$ cat config.mk
export PLATFORM = sky130hd
export DESIGN_NAME = pce_audio_top
export DESIGN_NICKNAME = d
export VERILOG_FILES = /design/src/hw/pce_audio_pkg.sv /design/src/hw/voice_attenuator.sv /design/src/hw/stereo_mixer.sv /design/src/hw/dynamic_compressor.sv /design/src/hw/pce_audio_top.sv
export SDC_FILE = /design/constraint.sdc
export NUM_CORES = 1
export LEC_CHECK = 0
export BUFFER_PORTS_ARGS = -buffer_cell sky130_fd_sc_hd__buf_2
export CAP_MARGIN = 20
export CORE_MARGIN = 2
export CORE_UTILIZATION = 42
export CTS_CLUSTER_DIAMETER = 120
export DETAILED_ROUTE_END_ITERATION = 10
export PLACE_DENSITY = 0.6
export RECOVER_POWER = 100
export SYNTH_ARGS = -nofsm -noshare
export SYNTH_HDL_FRONTEND = slang
export SYNTH_SLANG_ARGS = --single-unit
$ cat constraint.sdc
create_clock -name clk_sys -period 5.6 [get_ports clk_sys]
set_input_delay 0.28 -clock clk_sys [delete_from_list [all_inputs] [get_ports clk_sys]]
set_output_delay 0.28 -clock clk_sys [all_outputs]
set_load 0.005 [all_outputs]
$ cat src/hw/pce_audio_pkg.sv
package pce_audio_pkg;

	//////////////////////////////////////////////////
	// Widths
	//////////////////////////////////////////////////

	// One voice or output sample
	localparam int SAMPLE_W = 16;

	// Mixing sum, two bits of headroom over a sample
	localparam int MIX_W = 18;

	// Input to output delay in clk_sys cycles
	localparam int PIPE_LATENCY = 4;

	//////////////////////////////////////////////////
	// Sample types
	//////////////////////////////////////////////////

	typedef logic signed [SAMPLE_W-1:0] sample_t;
	typedef logic signed [MIX_W-1:0]    mix_t;

	typedef struct packed {
		sample_t left;
		sample_t right;
	} stereo_sample_t;

	typedef struct packed {
		mix_t left;
		mix_t right;
	} stereo_mix_t;

	//////////////////////////////////////////////////
	// Configuration
	//////////////////////////////////////////////////

	// 0 none, 1 gives 2x, 2 gives 4x
	// Bit 0 picks the middle shift, any set bit adds the extra halving
	typedef logic [1:0] boost_t;

	// 0 bypass; nonzero compresses, bit 1 selects the heavy curve
	typedef logic [1:0] comp_mode_t;

	//////////////////////////////////////////////////
	// Attenuation
	//////////////////////////////////////////////////

	// Third term of the reduction sum
	localparam int PSG_TAIL_SHIFT   = 4;
	localparam int ADPCM_TAIL_SHIFT = 3;

	//////////////////////////////////////////////////
	// Compressor curves
	//////////////////////////////////////////////////

	// Below X the slope is A, above it 1/F with offset B
	// B is X times A so both slopes meet at the knee
	localparam logic [SAMPLE_W-1:0] COMP_LIGHT_F = 16'd4;
	localparam logic [SAMPLE_W-1:0] COMP_LIGHT_A = 16'd2;
	localparam logic [SAMPLE_W-1:0] COMP_LIGHT_X = 16'd14043;
	localparam logic [SAMPLE_W-1:0] COMP_LIGHT_B = 16'd28086;

	localparam logic [SAMPLE_W-1:0] COMP_HEAVY_F = 16'd8;
	localparam logic [SAMPLE_W-1:0] COMP_HEAVY_A = 16'd4;
	localparam logic [SAMPLE_W-1:0] COMP_HEAVY_X = 16'd7399;
	localparam logic [SAMPLE_W-1:0] COMP_HEAVY_B = 16'd29596;

endpackage

$ cat src/hw/voice_attenuator.sv
`timescale 1ns/1ps

module voice_attenuator
	import pce_audio_pkg::*;
(
	input  logic           clk_sys,
	input  logic           reset,

	input  boost_t         boost,
	input  stereo_sample_t psg,
	input  sample_t        adpcm,
	input  stereo_sample_t cdda,

	output stereo_sample_t psg_red,
	output sample_t        adpcm_red,
	output stereo_sample_t cdda_q
);

	//////////////////////////////////////////////////
	// Three-term reduction
	//////////////////////////////////////////////////

	// x/2 + x/2 or x/4 + x>>tail, wrapped to 16 bits
	// Any boost halves the result once more
	function automatic sample_t reduce(
		input sample_t x,
		input int      tail,
		input boost_t  b
	);
		sample_t half;
		sample_t mid;
		sample_t tail_term;
		sample_t sum;

		half      = x >>> 1;
		mid       = b[0] ? (x >>> 1) : (x >>> 2);
		tail_term = x >>> tail;
		sum       = half + mid + tail_term;

		if (b != 2'd0) begin
			sum = sum >>> 1;
		end

		return sum;
	endfunction

	// Combinational results ahead of the stage register
	sample_t psg_l_next;
	sample_t psg_r_next;
	sample_t adpcm_next;

	always_comb begin
		psg_l_next = reduce(psg.left, PSG_TAIL_SHIFT, boost);
		psg_r_next = reduce(psg.right, PSG_TAIL_SHIFT, boost);
		adpcm_next = reduce(adpcm, ADPCM_TAIL_SHIFT, boost);
	end

	//////////////////////////////////////////////////
	// Stage register
	//////////////////////////////////////////////////

	// CD audio passes through untouched, one cycle late like the others
	always_ff @(posedge clk_sys) begin
		if (reset) begin
			psg_red   <= '0;
			adpcm_red <= '0;
			cdda_q    <= '0;
		end else begin
			psg_red.left  <= psg_l_next;
			psg_red.right <= psg_r_next;
			adpcm_red     <= adpcm_next;
			cdda_q        <= cdda;
		end
	end

endmodule

$ cat src/hw/stereo_mixer.sv
`timescale 1ns/1ps

module stereo_mixer
	import pce_audio_pkg::*;
(
	input  logic           clk_sys,
	input  logic           reset,

	input  stereo_sample_t cdda_q,
	input  stereo_sample_t psg_red,
	input  sample_t        adpcm_red,

	output stereo_mix_t    mixed
);

	// Sign extension of one voice into the mixing width
	function automatic mix_t widen(input sample_t x);
		return {{(MIX_W-SAMPLE_W){x[SAMPLE_W-1]}}, x};
	endfunction

	//////////////////////////////////////////////////
	// Pre-sum, first cycle
	//////////////////////////////////////////////////

	stereo_mix_t pre_sum;
	mix_t        adpcm_wide;
	mix_t        pre_l_next;
	mix_t        pre_r_next;

	// ADPCM is mono and goes to both sides
	always_comb begin
		adpcm_wide = widen(adpcm_red);
		pre_l_next = widen(cdda_q.left) + widen(psg_red.left) + adpcm_wide;
		pre_r_next = widen(cdda_q.right) + widen(psg_red.right) + adpcm_wide;
	end

	always_ff @(posedge clk_sys) begin
		if (reset) begin
			pre_sum <= '0;
		end else begin
			pre_sum.left  <= pre_l_next;
			pre_sum.right <= pre_r_next;
		end
	end

	//////////////////////////////////////////////////
	// Headroom scale, second cycle
	//////////////////////////////////////////////////

	mix_t head_l_next;
	mix_t head_r_next;

	// Add a quarter so that bits 17:2 span the full 16-bit range
	always_comb begin
		head_l_next = pre_sum.left + (pre_sum.left >>> 2);
		head_r_next = pre_sum.right + (pre_sum.right >>> 2);
	end

	always_ff @(posedge clk_sys) begin
		if (reset) begin
			mixed <= '0;
		end else begin
			mixed.left  <= head_l_next;
			mixed.right <= head_r_next;
		end
	end

endmodule

$ cat src/hw/dynamic_compressor.sv
`timescale 1ns/1ps

module dynamic_compressor
	import pce_audio_pkg::*;
(
	input  logic           clk_sys,
	input  logic           reset,

	input  comp_mode_t     comp_mode,
	input  stereo_mix_t    mixed,

	output stereo_sample_t audio
);

	//////////////////////////////////////////////////
	// Two-slope magnitude curve
	//////////////////////////////////////////////////

	// Works on the magnitude and puts the sign back at the end
	function automatic sample_t compress(
		input sample_t s,
		input logic    heavy
	);
		logic [SAMPLE_W-1:0] mag;
		logic [SAMPLE_W-1:0] light_v;
		logic [SAMPLE_W-1:0] heavy_v;
		logic [SAMPLE_W-1:0] res;

		mag = s[SAMPLE_W-1] ? (~s + 16'd1) : s;

		// Steep slope below the knee
		if (mag < COMP_LIGHT_X) begin
			light_v = mag * COMP_LIGHT_A;
		end else begin
			light_v = (mag - COMP_LIGHT_X) / COMP_LIGHT_F + COMP_LIGHT_B;
		end

		if (mag < COMP_HEAVY_X) begin
			heavy_v = mag * COMP_HEAVY_A;
		end else begin
			heavy_v = (mag - COMP_HEAVY_X) / COMP_HEAVY_F + COMP_HEAVY_B;
		end

		res = heavy ? heavy_v : light_v;

		return s[SAMPLE_W-1] ? (~res + 16'd1) : res;
	endfunction

	//////////////////////////////////////////////////
	// Plain and compressed values
	//////////////////////////////////////////////////

	sample_t plain_l;
	sample_t plain_r;
	sample_t comp_l;
	sample_t comp_r;
	logic    comp_on;
	logic    comp_heavy;

	// Top 16 bits of the headroom-scaled sum
	always_comb begin
		plain_l    = mixed.left[MIX_W-1:MIX_W-SAMPLE_W];
		plain_r    = mixed.right[MIX_W-1:MIX_W-SAMPLE_W];
		comp_on    = comp_mode != 2'd0;
		comp_heavy = comp_mode[1];
		comp_l     = compress(plain_l, comp_heavy);
		comp_r     = compress(plain_r, comp_heavy);
	end

	//////////////////////////////////////////////////
	// Output register
	//////////////////////////////////////////////////

	// Both paths go through this register, same latency either way
	always_ff @(posedge clk_sys) begin
		if (reset) begin
			audio <= '0;
		end else if (comp_on) begin
			audio.left  <= comp_l;
			audio.right <= comp_r;
		end else begin
			audio.left  <= plain_l;
			audio.right <= plain_r;
		end
	end

endmodule

$ cat src/hw/pce_audio_top.sv
`timescale 1ns/1ps

module pce_audio_top
	import pce_audio_pkg::*;
(
	input  logic           clk_sys,
	input  logic           reset,

	input  stereo_sample_t cdda,
	input  stereo_sample_t psg,
	input  sample_t        adpcm,
	input  boost_t         boost,
	input  comp_mode_t     comp_mode,

	output stereo_sample_t audio
);

	// Attenuator to mixer
	stereo_sample_t psg_red;
	sample_t        adpcm_red;
	stereo_sample_t cdda_q;

	// Mixer to compressor
	stereo_mix_t    mixed;

	//////////////////////////////////////////////////
	// Pipeline, 1 + 2 + 1 cycles
	//////////////////////////////////////////////////

	voice_attenuator u_attenuator (
		.clk_sys   (clk_sys),
		.reset     (reset),
		.boost     (boost),
		.psg       (psg),
		.adpcm     (adpcm),
		.cdda      (cdda),
		.psg_red   (psg_red),
		.adpcm_red (adpcm_red),
		.cdda_q    (cdda_q)
	);

	stereo_mixer u_mixer (
		.clk_sys   (clk_sys),
		.reset     (reset),
		.cdda_q    (cdda_q),
		.psg_red   (psg_red),
		.adpcm_red (adpcm_red),
		.mixed     (mixed)
	);

	dynamic_compressor u_compressor (
		.clk_sys   (clk_sys),
		.reset     (reset),
		.comp_mode (comp_mode),
		.mixed     (mixed),
		.audio     (audio)
	);

endmodule

==> results of run 1 <==
-- registers in the layout, indices dropped and copies added, names as in the netlist --
register / flops
u_mixer.pre_sum: 36
u_attenuator.cdda_q: 32
u_attenuator.psg_red: 32
u_compressor.audio: 32
u_mixer.mixed: 32
u_attenuator.adpcm_red: 16
-- synth_stat cells (all sizes together) (7+ instances only) --
cell type	count
nor2	197
nand2	185
dfxtp	180
a21oi	125
ha	114
o21ai	108
xnor2	98
inv	82
fa	76
nor3	75
clkbuf	74
nor2b	64
xor2	49
a211oi	46
nand3	38
mux2	35
buf	33
nor4	27
a31oi	25
or3	22
o31ai	21
a21boi	19
mux2i	18
nand4	18
a21o	17
and3	17
or2	16
nand2b	14
o211ai	14
a2111oi	11
o41ai	11
a22oi	10
and2	9
o21a	9
or4	8
a211o	7
-- path summary, 6_finish.rpt --
kind	from	endpoint	slack, ns	cells past startpoint
min reg2reg	u_attenuator.cdda_q[0]	u_mixer.pre_sum[0]	0.58	3
max	u_mixer.mixed[3]	u_compressor.audio[12]	0.39	15
min	cdda[1]	u_attenuator.cdda_q[1]	0.05	2
max reg2reg	u_mixer.mixed[3]	u_compressor.audio[12]	0.39	15
-- logic make-up (layout without fill, tap and decap cells) --
family | count (synthesis) | after routing | synth area share
AOI/OAI and AO/OA | 507 | 507 | 0.223
xor gates and xnor gates | 148 | 148 | 0.0820
adders and majority gates | 190 | 190 | 0.178
buffers and inverters | 190 | 264 | 0.0477
DFF | 180 | 180 | 0.218
muxes | 53 | 53 | 0.0347
and+or+nand+nor | 718 | 718 | 0.217
-- power by group through the flow --
stage / logic (µW) / registers, µW / clock network [µW]
floorplan: 5380 / 1870 / 0
global placement: 6700 / 2100 / 0
detailed placement: 6740 / 2110 / 0
CTS: 6790 / 2080 / 1250
global route: 7550 / 2130 / 1300
finish: 6790 / 2080 / 1220
-- metal layers --
| layer | vias to the layer above | share of wire | wire length [µm] |
|---|---|---|---|
| met5 | - | 0 | 0 |
| met4 | 0 | 0.019 | 825 |
| met3 | 53 | 0.043 | 1860 |
| met2 | 352 | 0.45 | 19700 |
| met1 | 6619 | 0.48 | 21000 |
| li1 | 7244 | - | - |
-- worst max-delay path: stages, from the launching register on --
cell and delay, ns:
dfxtp_1 0.38, inv_1 0.11, ha_1 0.33, or4b_1 0.50, mux2_2 0.29, a211oi_1 0.57
a311oi_1 0.31, o21ai_0 0.65, clkbuf_1 0.40, nor2_1 0.07, a211oi_1 0.40, o21a_2 0.26
nand2_1 0.15, o41ai_1 0.36, xnor2_1 0.18, a211oi_2 0.09
-- final cells by class --
cell class	count	area [µm²]	area share
repair buffers	149	795	0.0440
flip-flops and latches	180	3600	0.199
clock buffers	17	425	0.0235
inverters	83	312	0.0172
clock inverters	15	175	0.00969
well taps	518	648	0.0359
multi-input cells	1616	12100	0.670
-- stage by stage --
step,cell area [µm²],util
4_1_cts,18100,0.468
6_report,18100,0.466
3_3_place_gp,17500,0.453
3_5_place_dp,17500,0.453
5_1_grt,18100,0.466
2_1_floorplan,16500,-
==> results.md, run 1 <==
* Met2 GRT Util at 0.355
* # rows at 72
* Synth async-reset ratio at 0
* Post-place setup slack at 0.838 ns
* DIE HEIGHT at 202 µm
* Final Non-Filler Cells at 2,578
* Total core area at 38,700 µm²
* Setup TNS at 0 ns
* Sequential area share after synthesis at 0.218
* Dominant synthesized flop cell: dfxtp_1
* Sw Ratio at 0.501
* Slew headroom at -1.23
* Ports at 118
* Part of the power in registers at 0.206
* Main area contributors after synthesis: dfxtp_1, fa_1, ha_1
* Yosys Warn Count at 0
* Distinct cell type count after synthesis at 114
* Commonest non-fill, non-tap cell in the layout: nor2_1
* Final worst slack at 0.393 ns
* Vias in the first global route at 13,700
* Violated checks: max-capacitance violations, max-slew violations
* Vias per std cell at 5.53
* Post_cts resized at 0
* Initial Utilization at 0.427
* P_int at 5040 µW
* Die ar. at 41,000 µm²
* Reg clk slew, reported paths at 0.08 ns
* Post-synth EDFFs at 0
* Critical Path AT at 5.49 ns
* Pin count of the biggest net entering global routing at 103
* Crit end category: flip-flop
* Status: finished, violations left
* Min-delay worst type: input port to flip-flop
* Post-CTS Setup Inserts at 0
* Met3 GRT Util at 0.0285
* Mapped Area at 16,500 µm²
* CTS tree: built
* Combinational Power Share at 0.673
* Post-route ant nets at 0
* Worst setup path class: flip-flop to flip-flop
* Final Cycle Share at 0.930
* DRT Pass-1 Iters at 5
* Share of the synthesized area in the top cell type at 0.218
* Clock group share of total power at 0.121
* F_max at 192 MHz
* Reported max-cap violation count at 2
* Final setup fails at 0
* Antenna violations before repair at 0
* GRT overflow at 0
* Maximum buffer depth of the clock tree at 2
* Num Clock Sinks at 180
* Cell leakage power at 0.00746 µW
* RSZ-0062 raised after global routing: no
* Pwr/cell area at 559 nW/µm²
* H-tree levels at 4
* Commonest cells after routing, fill and taps aside: nor2_1, nand2_1, dfxtp_1
* Fin Hold WS at 0.0473 ns
* DR iter-0 viols at 906
* Overall power at 10,100 µW
* Max-slew violations at 135
* Number of port buffers at 114
* Hold-fix buffers, CTS at 0
* Grt met1 use at 0.290
* Vias at 14,300
* All-Layer GR Usage at 0.213
* CP max FO at 9
* P_sw at 5060 µW
* WP data required at 5.89 ns
* Cts bufs inserted at 17
* Root cell of the clock tree: clkbuf_16
* Antenna cells at 0
* Worst-Skew Late Latency at 0.44 ns
* Worst-margin pin slew at 3.35 ns
* Detailed placer's ending HPWL at 34,500 µm
* Fillers at 3,902
* Die width at 202 µm
* GPL Wtd Cong at 0.908
* First-pass GRT wire length at 70,900 µm
* Final Critical Period at 5.21 ns
* Aggregate routed wire length at 43,500 µm
* DR WL/cell at 16.9 µm
* Final Skew at 0.0134 ns
* Final hold vios at 0
* GRT busiest layer: met2
* Setup crit start kind: flip-flop
* Syn avg cell area at 8.32 µm²
* Syn Nets at 2,262
* Synth Register Bits at 180
* Peak VDD IR at 0.212 mV
* DR DRC count at 0
* Mapped Cells at 1,986
* Placed cells at 2,546
* Share of layout cells above drive strength 1 at 0.129
* # nets final at 2,323
* Layout area overhead at 9.33%
* Leading area contributor after synthesis: dfxtp_1
No activity file was read; power rests on OpenSTA's default activity.
==> run 2: changes to the inputs <==
--- a/config.mk
+++ b/config.mk
@@ -11,6 +11,7 @@
 export CORE_UTILIZATION = 42
 export CTS_CLUSTER_DIAMETER = 120
 export DETAILED_ROUTE_END_ITERATION = 10
+export MAX_ROUTING_LAYER = met4
 export PLACE_DENSITY = 0.6
 export RECOVER_POWER = 100
 export SYNTH_ARGS = -nofsm -noshare
==> run 2 against run 1 <==
Effect of this change:
- the flow still finishes with violations (max-capacitance violations, max-slew violations)
- clock power about the same
- maximum frequency down 1.5%
- critical path depth up 4
- sequential power about the same
==> results.md, run 2 (synthesized netlist as in run 1, its figures left out) <==
* Status: finished, violations left
* CP cell instances: inv_1, ha_1, mux2i_1, nor2_1, o221ai_1, nand2_1, ha_1, inv_1, o21ai_0, a2111oi_0, buf_4, a21oi_1, xnor2_1, nand2_1, a22oi_1, nand4_1, o21ai_0, xnor2_1, a211oi_1
* Hold Crit Start: cdda[0]
* DR DRC count at 0
* Worst setup path class: flip-flop to flip-flop
* Pwr/cell area at 559 nW/µm²
* Worst R2R Path Depth at 19
* Reported max-cap violation count at 2
* Antenna violations before repair at 0
* Worst R2R Start: u_mixer.mixed[20]
* Critical-path top delay cell: dfxtp_1
* Commonest cells after routing, fill and taps aside: nor2_1, nand2_1, dfxtp_1
* Cts bufs inserted at 17
* Slew headroom at -1.46
* F_max at 189 MHz
* DR WL/cell at 17.0 µm
* Violated checks: max-capacitance violations, max-slew violations
* Cell leakage power at 0.00748 µW
* Vias per std cell at 5.59
* Final Cycle Share at 0.944
* Critical path origin: u_mixer.mixed[20]
* DIE HEIGHT at 202 µm
* CTS tree: built
* Crit end category: flip-flop
* Final Skew at 0.0147 ns
* Aggregate routed wire length at 43,900 µm
* Final Critical Period at 5.29 ns
* Pin count of the biggest net entering global routing at 102
* Ports at 118
* Max stage delay on crit path at 0.67 ns
* Fin Hold WS at 0.0538 ns
* WP data required at 5.73 ns
* Setup crit start kind: flip-flop
* GRT busiest layer: met2
* Post_cts resized at 0
* Total core area at 38,700 µm²
* Die width at 202 µm
* Critical path destination: u_compressor.audio[25]
* Post-route ant nets at 0
* Worst-Skew Late Latency at 0.43 ns
* Post-CTS Setup Inserts at 0
* Vias at 14,400
* Hold-fix buffers, CTS at 0
* Area of the multi-input gates at 12,100 µm²
* R2R Setup Slk at 0.31 ns
* Detailed placer's ending HPWL at 34,800 µm
* All-Layer GR Usage at 0.221
* H-tree levels at 4
* Worst-margin pin slew at 3.69 ns
* Fillers at 3,869
* Register area at 3600 µm²
* GPL Wtd Cong at 0.922
* Grt met1 use at 0.294
* Root cell of the clock tree: clkbuf_16
* Most flops, register: u_mixer.pre_sum
* Initial Utilization at 0.427
* Num Clock Sinks at 180
* RSZ-0062 raised after global routing: no
* DRT Pass-1 Iters at 6
* Layout area overhead at 9.54%
* Crit. path cell count at 19
* Number of port buffers at 114
* Overall power at 10,100 µW
* Final hold vios at 0
* Placed cells at 2,547
* Reg clk slew, reported paths at 0.08 ns
* WP buf/inv at 3
* Antenna cells at 0
* Die ar. at 41,000 µm²
* Setup TNS at 0 ns
* GRT overflow at 0
* Share of layout cells above drive strength 1 at 0.131
* Final Non-Filler Cells at 2,579
* DR iter-0 viols at 833
* First-pass GRT wire length at 71,900 µm
* R2r endpoint: u_compressor.audio[25]
* Met2 GRT Util at 0.364
* Vias in the first global route at 13,800
* Family with the most delay on the worst path: compound AO/OA/AOI/OAI gates
* Met3 GRT Util at 0.0295
* Maximum buffer depth of the clock tree at 2
* # rows at 72
* Peak VDD IR at 0.207 mV
* # nets final at 2,324
* Min-delay worst type: input port to flip-flop
* Final setup fails at 0
* Critical Path AT at 5.42 ns
* CP max FO at 15
* Max FFs per register at 36
* Commonest non-fill, non-tap cell in the layout: nor2_1
* Max-slew violations at 186
run 2: power by group:
| group | internal (µW) | switching [µW] | total (µW) | leakage (µW) |
|---|---|---|---|---|
| clock | 648 | 606 | 1250 | 0.000298 |
| combinational | 2760 | 4020 | 6780 | 0.00568 |
| sequential | 1660 | 423 | 2080 | 0.00149 |
run 2: stage by stage:
step                      instance area, µm²  setup slack (ns)   util
final                                  18100             0.313  0.467
after global routing                   18100            0.0517  0.467
after CTS                              18200             0.618  0.469
after detailed placement               17500             0.694  0.453
after global placement                 17500             0.712  0.453
after floorplan                        16500              1.34      -
run 2: layout make-up:
| cell class | count | share of cell area |
|---|---|---|
| Timing Repair Buffer | 150 | 0.0444 |
| Clock buffer | 18 | 0.0237 |
| Sequential cell | 180 | 0.199 |
| Inverter | 83 | 0.0172 |
| Tap cell | 518 | 0.0358 |
| Clock inverter | 14 | 0.0104 |
| Multi-Input combinational cell | 1616 | 0.669 |
run 2: worst min-delay path by stage:
stage	depth (start not counted)	endpoint
after CTS	2	u_attenuator.cdda_q[16]
after floorplan	1	u_attenuator.cdda_q[0]
after global placement	2	u_attenuator.cdda_q[0]
after detailed placement	2	u_attenuator.cdda_q[16]
final	2	u_attenuator.cdda_q[0]
after global routing	2	u_attenuator.cdda_q[1]
run 2: routing by layer:
metal | up-vias | part of all wire
met5 | - | 0
met2 | 401 | 0.47
met4 | 0 | 0.012
met1 | 6737 | 0.47
li1 | 7245 | -
met3 | 34 | 0.051
==> run 3: changes to the inputs <==
--- a/config.mk
+++ b/config.mk
@@ -12,7 +12,7 @@
 export CTS_CLUSTER_DIAMETER = 120
 export DETAILED_ROUTE_END_ITERATION = 10
 export MAX_ROUTING_LAYER = met4
-export PLACE_DENSITY = 0.6
+export PLACE_DENSITY = 0.62
 export RECOVER_POWER = 100
 export SYNTH_ARGS = -nofsm -noshare
 export SYNTH_HDL_FRONTEND = slang
==> constraint.sdc (replaced) <==
create_clock -name clk_sys -period 4.7 [get_ports clk_sys]
set_input_delay 0.235 -clock clk_sys [delete_from_list [all_inputs] [get_ports clk_sys]]
set_output_delay 0.235 -clock clk_sys [all_outputs]
set_load 0.005 [all_outputs]
==> run 3 against run 2 <==
Effect of this change:
- global-route usage up 0.96 points
- highest routed layer unchanged
- the flow still finishes with violations (max-capacitance violations, max-slew violations)
- routed wire length up 4.4%
- combinational power is 34% higher
- cell count up 4.4%
- flip-flop and latch count did not move
- final area is 5.2% higher
- count of clock-buffer cells in the layout is 1 lower
- core utilization up 2.4 points
- sequential share of layout area down 0.98 points
- maximum frequency grew 20%
- register-to-register slack lost 0.03 ns
==> results.md, run 3 (synthesized netlist as in run 1, its figures left out) <==
* First-pass GRT wire length at 74,500 µm
* DRT Pass-1 Iters at 6
* GRT busiest layer: met2
* Layout area overhead at 15.2%
* Number of port buffers at 114
* Num Clock Sinks at 180
* GPL Wtd Cong at 0.912
* Vias at 14,900
* Register area at 3600 µm²
* Final Cycle Share at 0.940
* WP data required at 5.02 ns
* Final setup fails at 0
* Max-slew violations at 52
* # rows at 72
* Critical Path AT at 4.74 ns
* Sw Ratio at 0.485
* Status: finished, violations left
* Crit path top cell by count: xnor2_1
* Clock group share of total power at 0.116
* Violated checks: max-capacitance violations, max-slew violations
* Pin count of the biggest net entering global routing at 123
* Final worst slack at 0.280 ns
* All-Layer GR Usage at 0.231
* Critical-path top delay cell: or4_4
* Share of layout cells above drive strength 1 at 0.178
* Detailed placer's ending HPWL at 37,000 µm
* Max stage delay on crit path at 0.59 ns
* Cell leakage power at 0.00805 µW
* Most flops, register: u_mixer.pre_sum
* Setup crit start kind: flip-flop
* Commonest non-fill, non-tap cell in the layout: nor2_1
* Final hold vios at 0
* R2R Setup Slk at 0.28 ns
* Reported max-cap violation count at 1
* Commonest cells after routing, fill and taps aside: nor2_1, nand2_1, dfxtp_1
* F_max at 226 MHz
* CP max FO at 7
* Setup TNS at 0 ns
* P_int at 6660 µW
* Total core area at 38,700 µm²
* Slew headroom at -0.649
* Vias per std cell at 5.52
* Met2 GRT Util at 0.386
* Hold Crit Start: cdda[6]
* Worst-margin pin slew at 2.47 ns
* Met3 GRT Util at 0.0300
* Root cell of the clock tree: clkbuf_16
* Final Critical Period at 4.42 ns
* Cts bufs inserted at 17
* Post-route ant nets at 0
* Grt met1 use at 0.300
* Die ar. at 41,000 µm²
* Maximum buffer depth of the clock tree at 2
* GRT overflow at 0
* Part of the power in registers at 0.184
* P_sw at 6280 µW
* CTS tree: built
* Pwr/cell area at 679 nW/µm²
* Antenna cells at 0
* Area of the multi-input gates at 12,200 µm²
* CP cell instances: inv_1, ha_2, or3b_1, nor3b_1, or4_4, and2_0, nand2b_1, ha_1, xnor2_1, xnor2_1, mux2i_1, a22oi_1, nor2_1, nand4_1, buf_4, o21ai_1, xnor2_1, a211oi_1
* DR WL/cell at 17.0 µm
* Initial Utilization at 0.427
* Peak VDD IR at 0.268 mV
* Critical path origin: u_mixer.mixed[20]
* Worst R2R Start: u_mixer.mixed[20]
* H-tree levels at 4
* DR iter-0 viols at 1,046
* Final Skew at 0.0105 ns
* RSZ-0062 raised after global routing: no
* Fillers at 3,792
* Combinational Power Share at 0.700
* Die width at 202 µm
* Crit end category: flip-flop
* Aggregate routed wire length at 45,800 µm
* Min-delay worst type: input port to flip-flop
* Vias in the first global route at 14,600
* Worst-Skew Late Latency at 0.44 ns
* # nets final at 2,437
* Reg clk slew, reported paths at 0.08 ns
* DIE HEIGHT at 202 µm
* Max FFs per register at 36
* Ports at 118
* Antenna violations before repair at 1
* Post-place setup slack at 0.196 ns
* Worst setup path class: flip-flop to flip-flop
* DR DRC count at 0
[run 3: critical path: cells and delay by family, from the launching register on]
family	cells	cell delay (ns)
adders and majority gates	2	0.55
and+or+nand+nor	7	1.68
muxes	1	0.11
AOI/OAI and AO/OA	3	0.82
DFF	1	0.31
buffers and inverters	2	0.26
xor gates and xnor gates	3	0.57
[run 3: final timing paths]
check / to / cells past startpoint
worst max register to register: u_compressor.audio[25] / 18
worst min-delay path: u_attenuator.cdda_q[6] / 2
worst max-delay path: u_compressor.audio[25] / 18
worst min register to register: u_mixer.pre_sum[0] / 3
[run 3: power groups by stage]
stage,logic (µW),clock network [µW],registers (µW)
2_1_floorplan,6410,0,2230
6_report,9060,1500,2380
4_1_cts,8970,1530,2390
5_1_grt,10000,1600,2450
3_5_place_dp,8910,0,2430
3_3_place_gp,8830,0,2410
[run 3: repair_timing]
item | 4_1_cts | 5_1_grt
endpoints found under the setup margin | 0 | 10
setup buffers | 0 | 2
hold buffers | 10 | 1
endpoints found under the hold margin | 10 | 1
resized for setup | 0 | 8
[run 3: area by class of cell]
| cell class | count | share of cell area |
|---|---|---|
| multi-input cells | 1616 | 0.639 |
| flip-flops and latches | 180 | 0.189 |
| repair buffers | 263 | 0.0892 |
| well taps | 518 | 0.0340 |
| clock buffers | 17 | 0.0223 |
| inverters | 83 | 0.0164 |
| clock inverters | 15 | 0.0101 |
[run 3: routing by layer]
layer,up-vias,routed length [µm]
met5,-,0
li1,7462,-
met1,6984,21100
met2,367,21800
met4,0,720
met3,48,2180
[run 3: stage by stage]
step | area, µm² | instances | utilization | total power (µW) | hold WS, ns
6_report | 19000 | 2692 | 0.492 | 12900 | 0.0217
5_1_grt | 19000 | 2692 | 0.492 | 14100 | 0.00773
4_1_cts | 19000 | 2689 | 0.491 | 12900 | 0.00286
3_5_place_dp | 18300 | 2647 | 0.472 | 11300 | 0.452
3_3_place_gp | 18300 | 2647 | 0.472 | 11200 | 0.449
2_1_floorplan | 16500 | 1986 | - | 8640 | 0.363
